**config.mk**
```make
export PLATFORM = sky130hd
export DESIGN_NAME = decodeStage_flat
export DESIGN_NICKNAME = d
export VERILOG_FILES = /design/src/rvPkg.sv /design/src/pipeIf.sv /design/src/decodeStage.sv /design/src/flat_wrapper.sv
export SDC_FILE = /design/constraint.sdc
export NUM_CORES = 1
export LEC_CHECK = 0
export BUFFER_PORTS_ARGS = -buffer_cell sky130_fd_sc_hd__buf_4
export CAP_MARGIN = 25
export CORE_ASPECT_RATIO = 2
export CORE_MARGIN = 4
export CORE_UTILIZATION = 50
export CTS_BUF_LIST = sky130_fd_sc_hd__clkbuf_8
export DETAILED_ROUTE_END_ITERATION = 10
export GPL_ROUTABILITY_DRIVEN = 0
export PLACE_DENSITY = 0.76
export SLEW_MARGIN = 20
export SYNTH_ARGS = -nofsm -noshare
export SYNTH_HDL_FRONTEND = slang
export SYNTH_SLANG_ARGS = --single-unit
```
**constraint.sdc**
```tcl
create_clock -name clk -period 3 [get_ports clk]
set_input_delay 0.15 -clock clk [delete_from_list [all_inputs] [get_ports clk]]
set_output_delay 0.15 -clock clk [all_outputs]
set_load 0.05 [all_outputs]
```
**src/rvPkg.sv**
```systemverilog
package rvPkg;

    localparam int xlen = 32;
    localparam int imemDepth = 64;
    localparam int dmemDepth = 64;

    // major opcodes of the supported subset
    localparam logic [6:0] opR      = 7'b0110011;
    localparam logic [6:0] opI      = 7'b0010011;
    localparam logic [6:0] opLoad   = 7'b0000011;
    localparam logic [6:0] opStore  = 7'b0100011;
    localparam logic [6:0] opBranch = 7'b1100011;
    localparam logic [6:0] opJal    = 7'b1101111;
    localparam logic [6:0] opJalr   = 7'b1100111;
    localparam logic [6:0] opLui    = 7'b0110111;

    // addi x0, x0, 0
    localparam logic [31:0] nopInstr = 32'h0000_0013;

    // operand sources in execute
    localparam logic [1:0] fwdReg = 2'b00;
    localparam logic [1:0] fwdWb  = 2'b01;
    localparam logic [1:0] fwdMem = 2'b10;

    typedef enum logic [3:0] {
        aluAdd, aluSub, aluAnd, aluOr, aluXor, aluSlt,
        aluSltu, aluSll, aluSrl, aluSra, aluPassB
    } aluOpT;

    typedef enum logic [1:0] {
        resAlu, resLoad, resPc4, resImm
    } resultSrcT;

    typedef struct packed {
        logic [6:0] funct7;
        logic [4:0] rs2;
        logic [4:0] rs1;
        logic [2:0] funct3;
        logic [4:0] rd;
        logic [6:0] opcode;
    } rTypeT;

    typedef struct packed {
        logic [11:0] imm;
        logic [4:0]  rs1;
        logic [2:0]  funct3;
        logic [4:0]  rd;
        logic [6:0]  opcode;
    } iTypeT;

    typedef struct packed {
        logic [6:0] immHi;
        logic [4:0] rs2;
        logic [4:0] rs1;
        logic [2:0] funct3;
        logic [4:0] immLo;
        logic [6:0] opcode;
    } sTypeT;

    typedef struct packed {
        logic       imm12;
        logic [5:0] imm10_5;
        logic [4:0] rs2;
        logic [4:0] rs1;
        logic [2:0] funct3;
        logic [3:0] imm4_1;
        logic       imm11;
        logic [6:0] opcode;
    } bTypeT;

    typedef struct packed {
        logic       imm20;
        logic [9:0] imm10_1;
        logic       imm11;
        logic [7:0] imm19_12;
        logic [4:0] rd;
        logic [6:0] opcode;
    } jTypeT;

    typedef union packed {
        rTypeT rType;
        iTypeT iType;
        sTypeT sType;
        bTypeT bType;
        jTypeT jType;
    } instrT;

endpackage

```
**src/pipeIf.sv**
```systemverilog
`timescale 1ns/1ps

interface fetchDecodeIf;
    rvPkg::instrT           instr;
    logic [rvPkg::xlen-1:0] pc;
    logic [rvPkg::xlen-1:0] pcPlus4;

    modport source (output instr, pc, pcPlus4);
    modport sink (input instr, pc, pcPlus4);
endinterface

interface decodeExecIf;
    logic [rvPkg::xlen-1:0] rs1Data, rs2Data, imm, pc, pcPlus4;
    logic [4:0]             rs1, rs2, rd;
    logic [2:0]             funct3;
    rvPkg::aluOpT           aluOp;
    rvPkg::resultSrcT       resultSrc;
    logic                   aluSrc, regWrite, memWrite, branch, jump, jalr;

    modport source (output rs1Data, rs2Data, rs1, rs2, rd, imm, pc, pcPlus4, funct3,
                    aluOp, aluSrc, regWrite, memWrite, resultSrc, branch, jump, jalr);
    modport sink (input rs1Data, rs2Data, rs1, rs2, rd, imm, pc, pcPlus4, funct3,
                  aluOp, aluSrc, regWrite, memWrite, resultSrc, branch, jump, jalr);
endinterface


interface memWbIf;
    logic [rvPkg::xlen-1:0] result;
    logic [4:0]             rd;
    logic                   regWrite;

    modport source (output result, rd, regWrite);
    modport sink (input result, rd, regWrite);
endinterface

```
**src/decodeStage.sv**
```systemverilog
`timescale 1ns/1ps

module decodeStage (
    input  logic         clk,
    input  logic         rstN,
    input  logic         stallD,
    input  logic         flushE,
    fetchDecodeIf.sink   fd,
    memWbIf.sink         wb,
    decodeExecIf.source  de,
    output logic [4:0]   rs1D,
    output logic [4:0]   rs2D
);

    logic [rvPkg::xlen-1:0] regs [32];
    logic [rvPkg::xlen-1:0] rs1Val, rs2Val, immD;
    logic                   regWriteD, memWriteD, branchD, jumpD, jalrD, aluSrcD;
    logic                   bubble;
    rvPkg::aluOpT           aluOpD;
    rvPkg::resultSrcT       resultSrcD;

    function automatic rvPkg::aluOpT aluDecode(input logic [2:0] f3, input logic alt);
        case (f3)
            3'b000:  aluDecode = alt ? rvPkg::aluSub : rvPkg::aluAdd;
            3'b001:  aluDecode = rvPkg::aluSll;
            3'b010:  aluDecode = rvPkg::aluSlt;
            3'b011:  aluDecode = rvPkg::aluSltu;
            3'b100:  aluDecode = rvPkg::aluXor;
            3'b101:  aluDecode = alt ? rvPkg::aluSra : rvPkg::aluSrl;
            3'b110:  aluDecode = rvPkg::aluOr;
            default: aluDecode = rvPkg::aluAnd;
        endcase
    endfunction

    // x0 reads zero, a write in the same cycle is seen first
    function automatic logic [rvPkg::xlen-1:0] readReg(input logic [4:0] addr);
        if (addr == 5'd0)
            readReg = '0;
        else if (wb.regWrite && wb.rd == addr)
            readReg = wb.result;
        else
            readReg = regs[addr];
    endfunction

    assign rs1D = fd.instr.rType.rs1;
    assign rs2D = fd.instr.rType.rs2;

    always_comb begin
        regWriteD  = 1'b0;
        memWriteD  = 1'b0;
        branchD    = 1'b0;
        jumpD      = 1'b0;
        jalrD      = 1'b0;
        aluSrcD    = 1'b0;
        aluOpD     = rvPkg::aluAdd;
        resultSrcD = rvPkg::resAlu;
        immD       = '0;
        case (fd.instr.rType.opcode)
            rvPkg::opR: begin
                regWriteD = 1'b1;
                aluOpD    = aluDecode(fd.instr.rType.funct3, fd.instr.rType.funct7[5]);
            end
            rvPkg::opI: begin
                regWriteD = 1'b1;
                aluSrcD   = 1'b1;
                // only srai uses the alternate bit, addi has no subtract form
                aluOpD    = aluDecode(fd.instr.iType.funct3,
                                      fd.instr.iType.funct3 == 3'b101 && fd.instr.rType.funct7[5]);
                immD      = {{20{fd.instr.iType.imm[11]}}, fd.instr.iType.imm};
            end
            rvPkg::opLoad: begin
                regWriteD  = 1'b1;
                aluSrcD    = 1'b1;
                resultSrcD = rvPkg::resLoad;
                immD       = {{20{fd.instr.iType.imm[11]}}, fd.instr.iType.imm};
            end
            rvPkg::opStore: begin
                memWriteD = 1'b1;
                aluSrcD   = 1'b1;
                immD      = {{20{fd.instr.sType.immHi[6]}}, fd.instr.sType.immHi,
                             fd.instr.sType.immLo};
            end
            rvPkg::opBranch: begin
                branchD = 1'b1;
                aluOpD  = rvPkg::aluSub;
                immD    = {{19{fd.instr.bType.imm12}}, fd.instr.bType.imm12,
                           fd.instr.bType.imm11, fd.instr.bType.imm10_5,
                           fd.instr.bType.imm4_1, 1'b0};
            end
            rvPkg::opJal: begin
                regWriteD  = 1'b1;
                jumpD      = 1'b1;
                resultSrcD = rvPkg::resPc4;
                immD       = {{11{fd.instr.jType.imm20}}, fd.instr.jType.imm20,
                              fd.instr.jType.imm19_12, fd.instr.jType.imm11,
                              fd.instr.jType.imm10_1, 1'b0};
            end
            rvPkg::opJalr: begin
                regWriteD  = 1'b1;
                jumpD      = 1'b1;
                jalrD      = 1'b1;
                aluSrcD    = 1'b1;
                resultSrcD = rvPkg::resPc4;
                immD       = {{20{fd.instr.iType.imm[11]}}, fd.instr.iType.imm};
            end
            rvPkg::opLui: begin
                regWriteD  = 1'b1;
                aluSrcD    = 1'b1;
                aluOpD     = rvPkg::aluPassB;
                resultSrcD = rvPkg::resImm;
                // upper immediate straight from the raw word
                immD       = {fd.instr[31:12], 12'b0};
            end
            default: ;
        endcase
    end

    always_comb begin
        rs1Val = readReg(rs1D);
        rs2Val = readReg(rs2D);
    end

    always_ff @(posedge clk) begin
        if (wb.regWrite && wb.rd != 5'd0)
            regs[wb.rd] <= wb.result;
    end

    // a stalled decode must not also move into execute
    assign bubble = flushE || stallD;

    always_ff @(posedge clk) begin
        if (!rstN || bubble) begin
            de.regWrite <= 1'b0;
            de.memWrite <= 1'b0;
            de.branch   <= 1'b0;
            de.jump     <= 1'b0;
            de.jalr     <= 1'b0;
        end else begin
            de.regWrite <= regWriteD;
            de.memWrite <= memWriteD;
            de.branch   <= branchD;
            de.jump     <= jumpD;
            de.jalr     <= jalrD;
        end
    end

    always_ff @(posedge clk) begin
        de.rs1Data   <= rs1Val;
        de.rs2Data   <= rs2Val;
        de.rs1       <= rs1D;
        de.rs2       <= rs2D;
        de.rd        <= fd.instr.rType.rd;
        de.imm       <= immD;
        de.pc        <= fd.pc;
        de.pcPlus4   <= fd.pcPlus4;
        de.funct3    <= fd.instr.rType.funct3;
        de.aluOp     <= aluOpD;
        de.aluSrc    <= aluSrcD;
        de.resultSrc <= resultSrcD;
    end

endmodule

```
**src/flat_wrapper.sv**
```systemverilog
// flat-port wrapper written by rule: the top's interface ports become plain ports
module decodeStage_flat 
  (clk, rstN, stallD, flushE, rs1D, rs2D, fd_instr, fd_pc, fd_pcPlus4, wb_result, wb_rd, wb_regWrite, de_rs1Data, de_rs2Data, de_rs1, de_rs2, de_rd, de_imm, de_pc, de_pcPlus4, de_funct3, de_aluOp, de_aluSrc, de_regWrite, de_memWrite, de_resultSrc, de_branch, de_jump, de_jalr);
  fetchDecodeIf fd_i ();
  memWbIf wb_i ();
  decodeExecIf de_i ();
  input  logic clk;
  input  logic rstN;
  input  logic stallD;
  input  logic flushE;
  output logic [4:0] rs1D;
  output logic [4:0] rs2D;
  input wire logic [$bits(fd_i.instr)-1:0] fd_instr;
  input wire logic [$bits(fd_i.pc)-1:0] fd_pc;
  input wire logic [$bits(fd_i.pcPlus4)-1:0] fd_pcPlus4;
  input wire logic [$bits(wb_i.result)-1:0] wb_result;
  input wire logic [$bits(wb_i.rd)-1:0] wb_rd;
  input wire logic [$bits(wb_i.regWrite)-1:0] wb_regWrite;
  output wire logic [$bits(de_i.rs1Data)-1:0] de_rs1Data;
  output wire logic [$bits(de_i.rs2Data)-1:0] de_rs2Data;
  output wire logic [$bits(de_i.rs1)-1:0] de_rs1;
  output wire logic [$bits(de_i.rs2)-1:0] de_rs2;
  output wire logic [$bits(de_i.rd)-1:0] de_rd;
  output wire logic [$bits(de_i.imm)-1:0] de_imm;
  output wire logic [$bits(de_i.pc)-1:0] de_pc;
  output wire logic [$bits(de_i.pcPlus4)-1:0] de_pcPlus4;
  output wire logic [$bits(de_i.funct3)-1:0] de_funct3;
  output wire logic [$bits(de_i.aluOp)-1:0] de_aluOp;
  output wire logic [$bits(de_i.aluSrc)-1:0] de_aluSrc;
  output wire logic [$bits(de_i.regWrite)-1:0] de_regWrite;
  output wire logic [$bits(de_i.memWrite)-1:0] de_memWrite;
  output wire logic [$bits(de_i.resultSrc)-1:0] de_resultSrc;
  output wire logic [$bits(de_i.branch)-1:0] de_branch;
  output wire logic [$bits(de_i.jump)-1:0] de_jump;
  output wire logic [$bits(de_i.jalr)-1:0] de_jalr;
  assign fd_i.instr = fd_instr;
  assign fd_i.pc = fd_pc;
  assign fd_i.pcPlus4 = fd_pcPlus4;
  assign wb_i.result = wb_result;
  assign wb_i.rd = wb_rd;
  assign wb_i.regWrite = wb_regWrite;
  assign de_rs1Data = de_i.rs1Data;
  assign de_rs2Data = de_i.rs2Data;
  assign de_rs1 = de_i.rs1;
  assign de_rs2 = de_i.rs2;
  assign de_rd = de_i.rd;
  assign de_imm = de_i.imm;
  assign de_pc = de_i.pc;
  assign de_pcPlus4 = de_i.pcPlus4;
  assign de_funct3 = de_i.funct3;
  assign de_aluOp = de_i.aluOp;
  assign de_aluSrc = de_i.aluSrc;
  assign de_regWrite = de_i.regWrite;
  assign de_memWrite = de_i.memWrite;
  assign de_resultSrc = de_i.resultSrc;
  assign de_branch = de_i.branch;
  assign de_jump = de_i.jump;
  assign de_jalr = de_i.jalr;
  decodeStage u_core (.clk(clk), .rstN(rstN), .stallD(stallD), .flushE(flushE), .fd(fd_i), .wb(wb_i), .de(de_i), .rs1D(rs1D), .rs2D(rs2D));
endmodule
```
After elaboration in Yosys (flattened, before gate mapping)
Memory sizes are Yosys's and may differ from the RTL's. A register that Yosys moved wholly into a read port is not among the register bits.
Index checks and enable logic that the tools add are counted.
{"block": "totals", "in_bits": 138, "mem_count": 1, "mem_bits_rw": 1024, "elab_cells": 60, "register_bits": 126}
{"block": "op_classes", "reduce_logical": 13, "mux": 17, "n_eq_ne": 14}
{"memory": "u_core.regs", "words": 32, "word_bits": 32, "rd": 2, "rd_clocked_by_memory_dff": 2, "wr": 1, "line": "decodeStage.sv:15", "rtl": "logic [rvPkg::xlen-1:0] regs [32];"}
{"cell": "$pmux 32 s5", "count": 1}
{"cell": "$pmux 4 s7", "count": 2}
{"cell": "$eq 7x6->1 const B", "count": 3}
{"cell": "$eq 7x7->1 const B", "count": 3}
{"cell": "$pmux 4 s4", "count": 1}
{"cell": "$mux 1", "count": 12}
{"cell": "$logic_not 5->1", "count": 2}
{"cell": "$eq 3x3->1 const B", "count": 3}
{"cell": "$eq 7x2->1 const B", "count": 1}
{"cell": "$eq 7x5->1 const B", "count": 1}
{"cell": "$eq 3x2->1 const B", "count": 2}
{"cell": "$pmux 2 s3", "count": 1}
{"cell": "$reduce_or 6->1", "count": 1}
{"cell": "$reduce_bool 5->1", "count": 1}
{"cell": "$reduce_or 5->1", "count": 1}
{"cell": "$eq 3x1->1 const B", "count": 1}
{"cell": "$logic_not 3->1", "count": 1}
{"cell": "$reduce_or 3->1", "count": 1}
{"cell": "$logic_and 1x1->1", "count": 2}
{"cell": "$logic_or 1x1->1", "count": 2}
{"cell": "$reduce_or 2->1", "count": 1}
{"cell": "$logic_not 1->1", "count": 1}

Depth between registers and ports, before layout
{"block": "depth", "ltp_word": 5, "ltp_mapped": 9, "depth_no_buf": 5}

Worst setup path before layout
Ideal clock, no wire load.
{"block": "synth_path", "path_type": "input port to flip-flop", "startpoint": "input port wb_rd[4]", "endpoint": "memory u_core.regs[24][0] (netlist name) (enable)", "setup_ps": 421, "required_time_ps": 2579, "cell_stages": 6, "n_path_buf": 2, "setup_slack_ps": 177, "arrival_ps": 2402, "cell_sequence": "buf_2 or3_4 o31ai_4 or3_1 clkbuf_1 nor2_1"}
{"block": "synth_between", "elab_chain_len": 4}
{"item": "start, declared", "line": "flat_wrapper.sv:17", "rtl": "input wire logic [$bits(wb_i.rd)-1:0] wb_rd;"}
{"item": "$reduce_bool 5->1", "line": "decodeStage.sv:124", "rtl": "if (wb.regWrite && wb.rd != 5'd0)"}
{"item": "$logic_and 1x1->1", "line": "decodeStage.sv:124"}
{"item": "$mux 1", "line": "decodeStage.sv:124"}
{"item": "$mux 1 (not written as such)", "line": "decodeStage.sv:125", "rtl": "regs[wb.rd] <= wb.result;"}
{"item": "end, declared", "line": "decodeStage.sv:15"}
Parallel ways exist; a longest one is shown, timed or not.

Final worst setup path
{"block": "layout_path", "startpoint": "input port fd_instr[3]", "endpoint": "register u_core.de.imm[28]"}
{"block": "layout_between", "elab_chain_len": 3, "elab_cells_between_ends": 9, "classes_between": "eq/ne: 7; mux: 1; reduce/logical: 1"}
{"item": "start, declared", "line": "flat_wrapper.sv:13", "rtl": "input wire logic [$bits(fd_i.instr)-1:0] fd_instr;"}
{"item": "$eq 7x2->1, or another cell as far along", "line": "decodeStage.sv:58", "rtl": "case (fd.instr.rType.opcode)"}
{"item": "$reduce_or 3->1 (no line)"}
{"item": "$pmux 32 s5 (*)", "line": "decodeStage.sv:58"}
{"item": "named net u_core.immD, one bit", "line": "decodeStage.sv:16", "rtl": "logic [rvPkg::xlen-1:0] rs1Val, rs2Val, immD;"}
{"item": "end signal, assigned", "line": "decodeStage.sv:153", "rtl": "de.imm <= immD;"}
{"item": "end, declared", "line": "pipeIf.sv:20", "rtl": "modport source (output rs1Data, rs2Data, rs1, rs2, rd, imm, pc, pcPlus4, funct3,"}
Mark *: on every way through the listed nets, which the timed path passes. The rest lies on a longest branch.
A chain may end at the register's enable or synchronous reset.

==> metrics.csv <==
metric;value;unit
CP Capture Type;flop;
I/O pins;338;
Reg clk slew, reported paths;70;ps
Initial Utilization;50.43;%
sequential power share;52.4;%
endpoints failing hold;0;
Final WS setup;229.7;ps
antenna-violating nets left;0;
sequential area share after synthesis;65.98;%
storage element area;34550;um^2
core area;103800;um^2
H-tree levels;4;
Avg WL per Cell;33.55;um
CP Max Fanout;11;
R2R Path Start;u_core.regs[10][11];
HP Class;primary input to flop;
Final nets;3716;
initial antenna violation count;9;
fin. max-slew vios;0;
Max Buffers Root-to-Sink;3;
layout cells sized above 1;34.45;%
Final HPWL DP;104400;um
crit share post-route;92.34;%
RSZ-0062 raised after global routing;no;
post-route cell area;63520;um^2
Post-CTS Setup Repair Bufs;0;
Synth area leader;edfxtp_1;
die height;465.7;um
VDD IR-drop max;0.0004143;V
worst skew pair latency;900;ps
Cells on Worst Hold Path;4;
Area Overhead vs Synth;21.29;%
root buf cell;clkbuf_8;
CTS Buf Count;166;
Post-synth EDFFs;1024;
net load switching power;9.232;mW
Switching Share;25.55;%
post-synthesis cell area;52370;um^2
CTS tree;yes;
Leak;21.91;nW
via count;33680;
Congestion Overflow GR;0;
Fillers;7281;
Crit path largest cell delay;570;ps
Combinational Power Share;11.9;%
pin count of the biggest net entering global routing;63;
status;complete, no violations;
# DRC;0;
WL final;170200;um
post-route core utilization;61.16;%
R2R Path End;u_core.de.rs1Data[11];
ranking of synthesized cells by area;edfxtp_1, mux4_2, dfxtp_1;
PD cells;568.8;nW/um^2
first-pass GRT wire length;241400;um
Via-to-Cell Ratio;6.641;
Internal Pwr Total;26.90;mW
total iterations of the first detailed-routing run;8;
f_max;0.3610;GHz
worst-margin pin slew;990.5;ps
Hold EP;u_core.regs[3][31];
Worst Hold Launch;wb_rd[3];
Total GRT Usage;30.50;%
Slew headroom;33.72;%
chip width;236.8;um
Avg Inst Size Synth;18.32;um^2
Worst setup SP type;primary input;
Top cell by count, worst path;dlygate4sd3_1;
placed cell area;57860;um^2
post-synth top area share;58.72;%
ys flop type;edfxtp_1;
Setup Crit Path Kind;primary input to flop;
num rows;167;
CP required;3830;ps
Sink Count;1214;
Synth Warn #;0;
Worst Skew;33.99;ps
clock period minus worst slack;2770;ps
vias in the first global route;35160;
Async SR Flop Fraction;0;%
flop2flop setup slack;980;ps
CP max-delay cell;dlygate4sd3_1;
initial drt markers;3734;
R2R cell count;4;
CP arrival;3600;ps
setup TNS;0;ps
hold slack;92.75;ps
max_cap viols;0;
pre-CTS setup slack;528.6;ps
Multi-input gate area;17100;um^2
Port-buffer cells;337;
Syn Inst Count;2859;
Clk pwr share;35.8;%
critical-path cell list;dlygate4sd3_1 -> buf_4 -> nand3b_1 -> nor3_2 -> dlygate4sd3_1 -> buf_4 -> nand3b_1 -> and2_1 -> a21o_1 -> dlygate4sd3_1;
Netlist cell types;70;
Die Area;110300;um^2
Yosys reg bits;1214;
endpoints failing setup;0;
[state kept, by name (all words and copies together) (netlist names), 5 cells and up]
register,cells
u_core.regs,1024
u_core.de.imm,32
u_core.de.pcPlus4,32
u_core.de.pc,32
u_core.de.rs1Data,32
u_core.de.rs2Data,32
u_core.de.rd,5
u_core.de.rs1,5
u_core.de.rs2,5
[kinds of logic after synthesis]
kind of cell,Yosys count,synth area share (%)
flops,1214,65.98
mux,640,22.72
compound gates,381,5.340
simple gates,379,3.565
buf+inv,232,2.184
xor+xnor,12,0.2007
other cells,1,0.007161
[how the worst max path moves through the flow]
stage	slack (ps)	to	cells after the start	start
4_1_cts	370	u_core.de.imm[28]	10	fd_instr[3]
3_5_place_dp	530	u_core.de.rs2Data[22]	8	fd_instr[20]
5_1_grt	70	u_core.de.imm[28]	10	fd_instr[3]
2_1_floorplan	180	u_core.regs[24][0]	6	wb_rd[4]
3_3_place_gp	540	u_core.de.rs2Data[22]	8	fd_instr[20]
6_report	230	u_core.de.imm[28]	10	fd_instr[3]
[synth_stat cells (4+ instances only)]
master	number
edfxtp_1	1024
nor4_1	9
buf_6	5
o221ai_1	6
nand3b_1	10
o22a_1	4
o21ai_1	23
nand2b_1	16
a32o_1	32
clkbuf_1	93
nand4_1	11
or3_1	5
or3b_1	4
and2_1	10
a2111oi_0	4
dfxtp_1	190
mux2_2	40
o21ai_0	23
o211ai_1	5
a22oi_1	70
buf_2	74
mux2_1	29
nand2_1	132
a211oi_1	17
xor2_1	5
a21o_1	20
nand3_1	43
xnor2_1	7
a22o_1	14
nor2_1	74
a221oi_1	5
o2111ai_1	24
nor3_1	20
nor2b_1	17
buf_1	20
a221o_1	27
or4_1	8
mux4_2	432
o22ai_1	36
a21oi_1	59
mux2i_1	139
buf_4	38
[placed cells by master, fill, tap and decap left out, types with 42 or more instances in the layout]
master         count
a21oi_1           58
buf_12            46
nand2_1          132
nand3_1           43
clkbuf_8         176
mux2i_1          139
buf_4            469
a22oi_1           70
dfxtp_1          190
dlygate4sd3_1    231
mux4_2           432
nor2_1            42
edfxtp_1        1024
[timing repair]
| action | in CTS | in global routing |
|---|---|---|
| hold buffers | 231 | 0 |
| gates resized for setup | 0 | 0 |
| endpoints found under the hold margin | 1221 | 0 |
| setup endpoints to repair | 0 | 0 |
[per-layer routing]
metal | up-vias | share of wire (%) | global-route usage [%] | routed length (um)
li1 | 13410 | - | - | -
met1 | 17060 | 31 | 33.69 | 52010
met2 | 2527 | 51 | 51.61 | 86240
met3 | 681 | 10 | 7.129 | 17360
met4 | 2 | 8.5 | 21.98 | 14550
met5 | - | 0.0076 | 0 | 13
[worst max-delay path, delay by kind of cell]
family	cells	cell delay [ps]
buffers and inverters	5	1990
AOI/OAI and AO/OA	1	140
and+or+nand+nor	4	1310
[power groups by stage]
stage / clock, mW / sequential, mW / combinational, mW
6_report: 12.9 / 18.9 / 4.28
5_1_grt: 13.8 / 18.9 / 4.46
4_1_cts: 13.1 / 18.9 / 4.27
3_5_place_dp: 0 / 19.3 / 4.03
3_3_place_gp: 0 / 19.3 / 3.99
2_1_floorplan: 0 / 19.8 / 1.74
[area by class of cell]
type / count / share of cell area, %
clock buffer: 176 / 3.814
timing repair buffer: 750 / 10.73
clock inverter: 127 / 1.430
multi-input combinational: 1444 / 26.92
inverter: 2 / 0.01182
tap: 1352 / 2.663
antenna: 7 / 0.02758
sequential: 1214 / 54.40
[per-stage QoR]
step                total power, mW  cells
floorplan                     21.57   2890
global placement              23.27   4531
detailed placement            23.32   4531
CTS                           36.28   5065
global route                  37.23   5069
finish                        36.13   5072
Power figures use the tool's default switching activity.
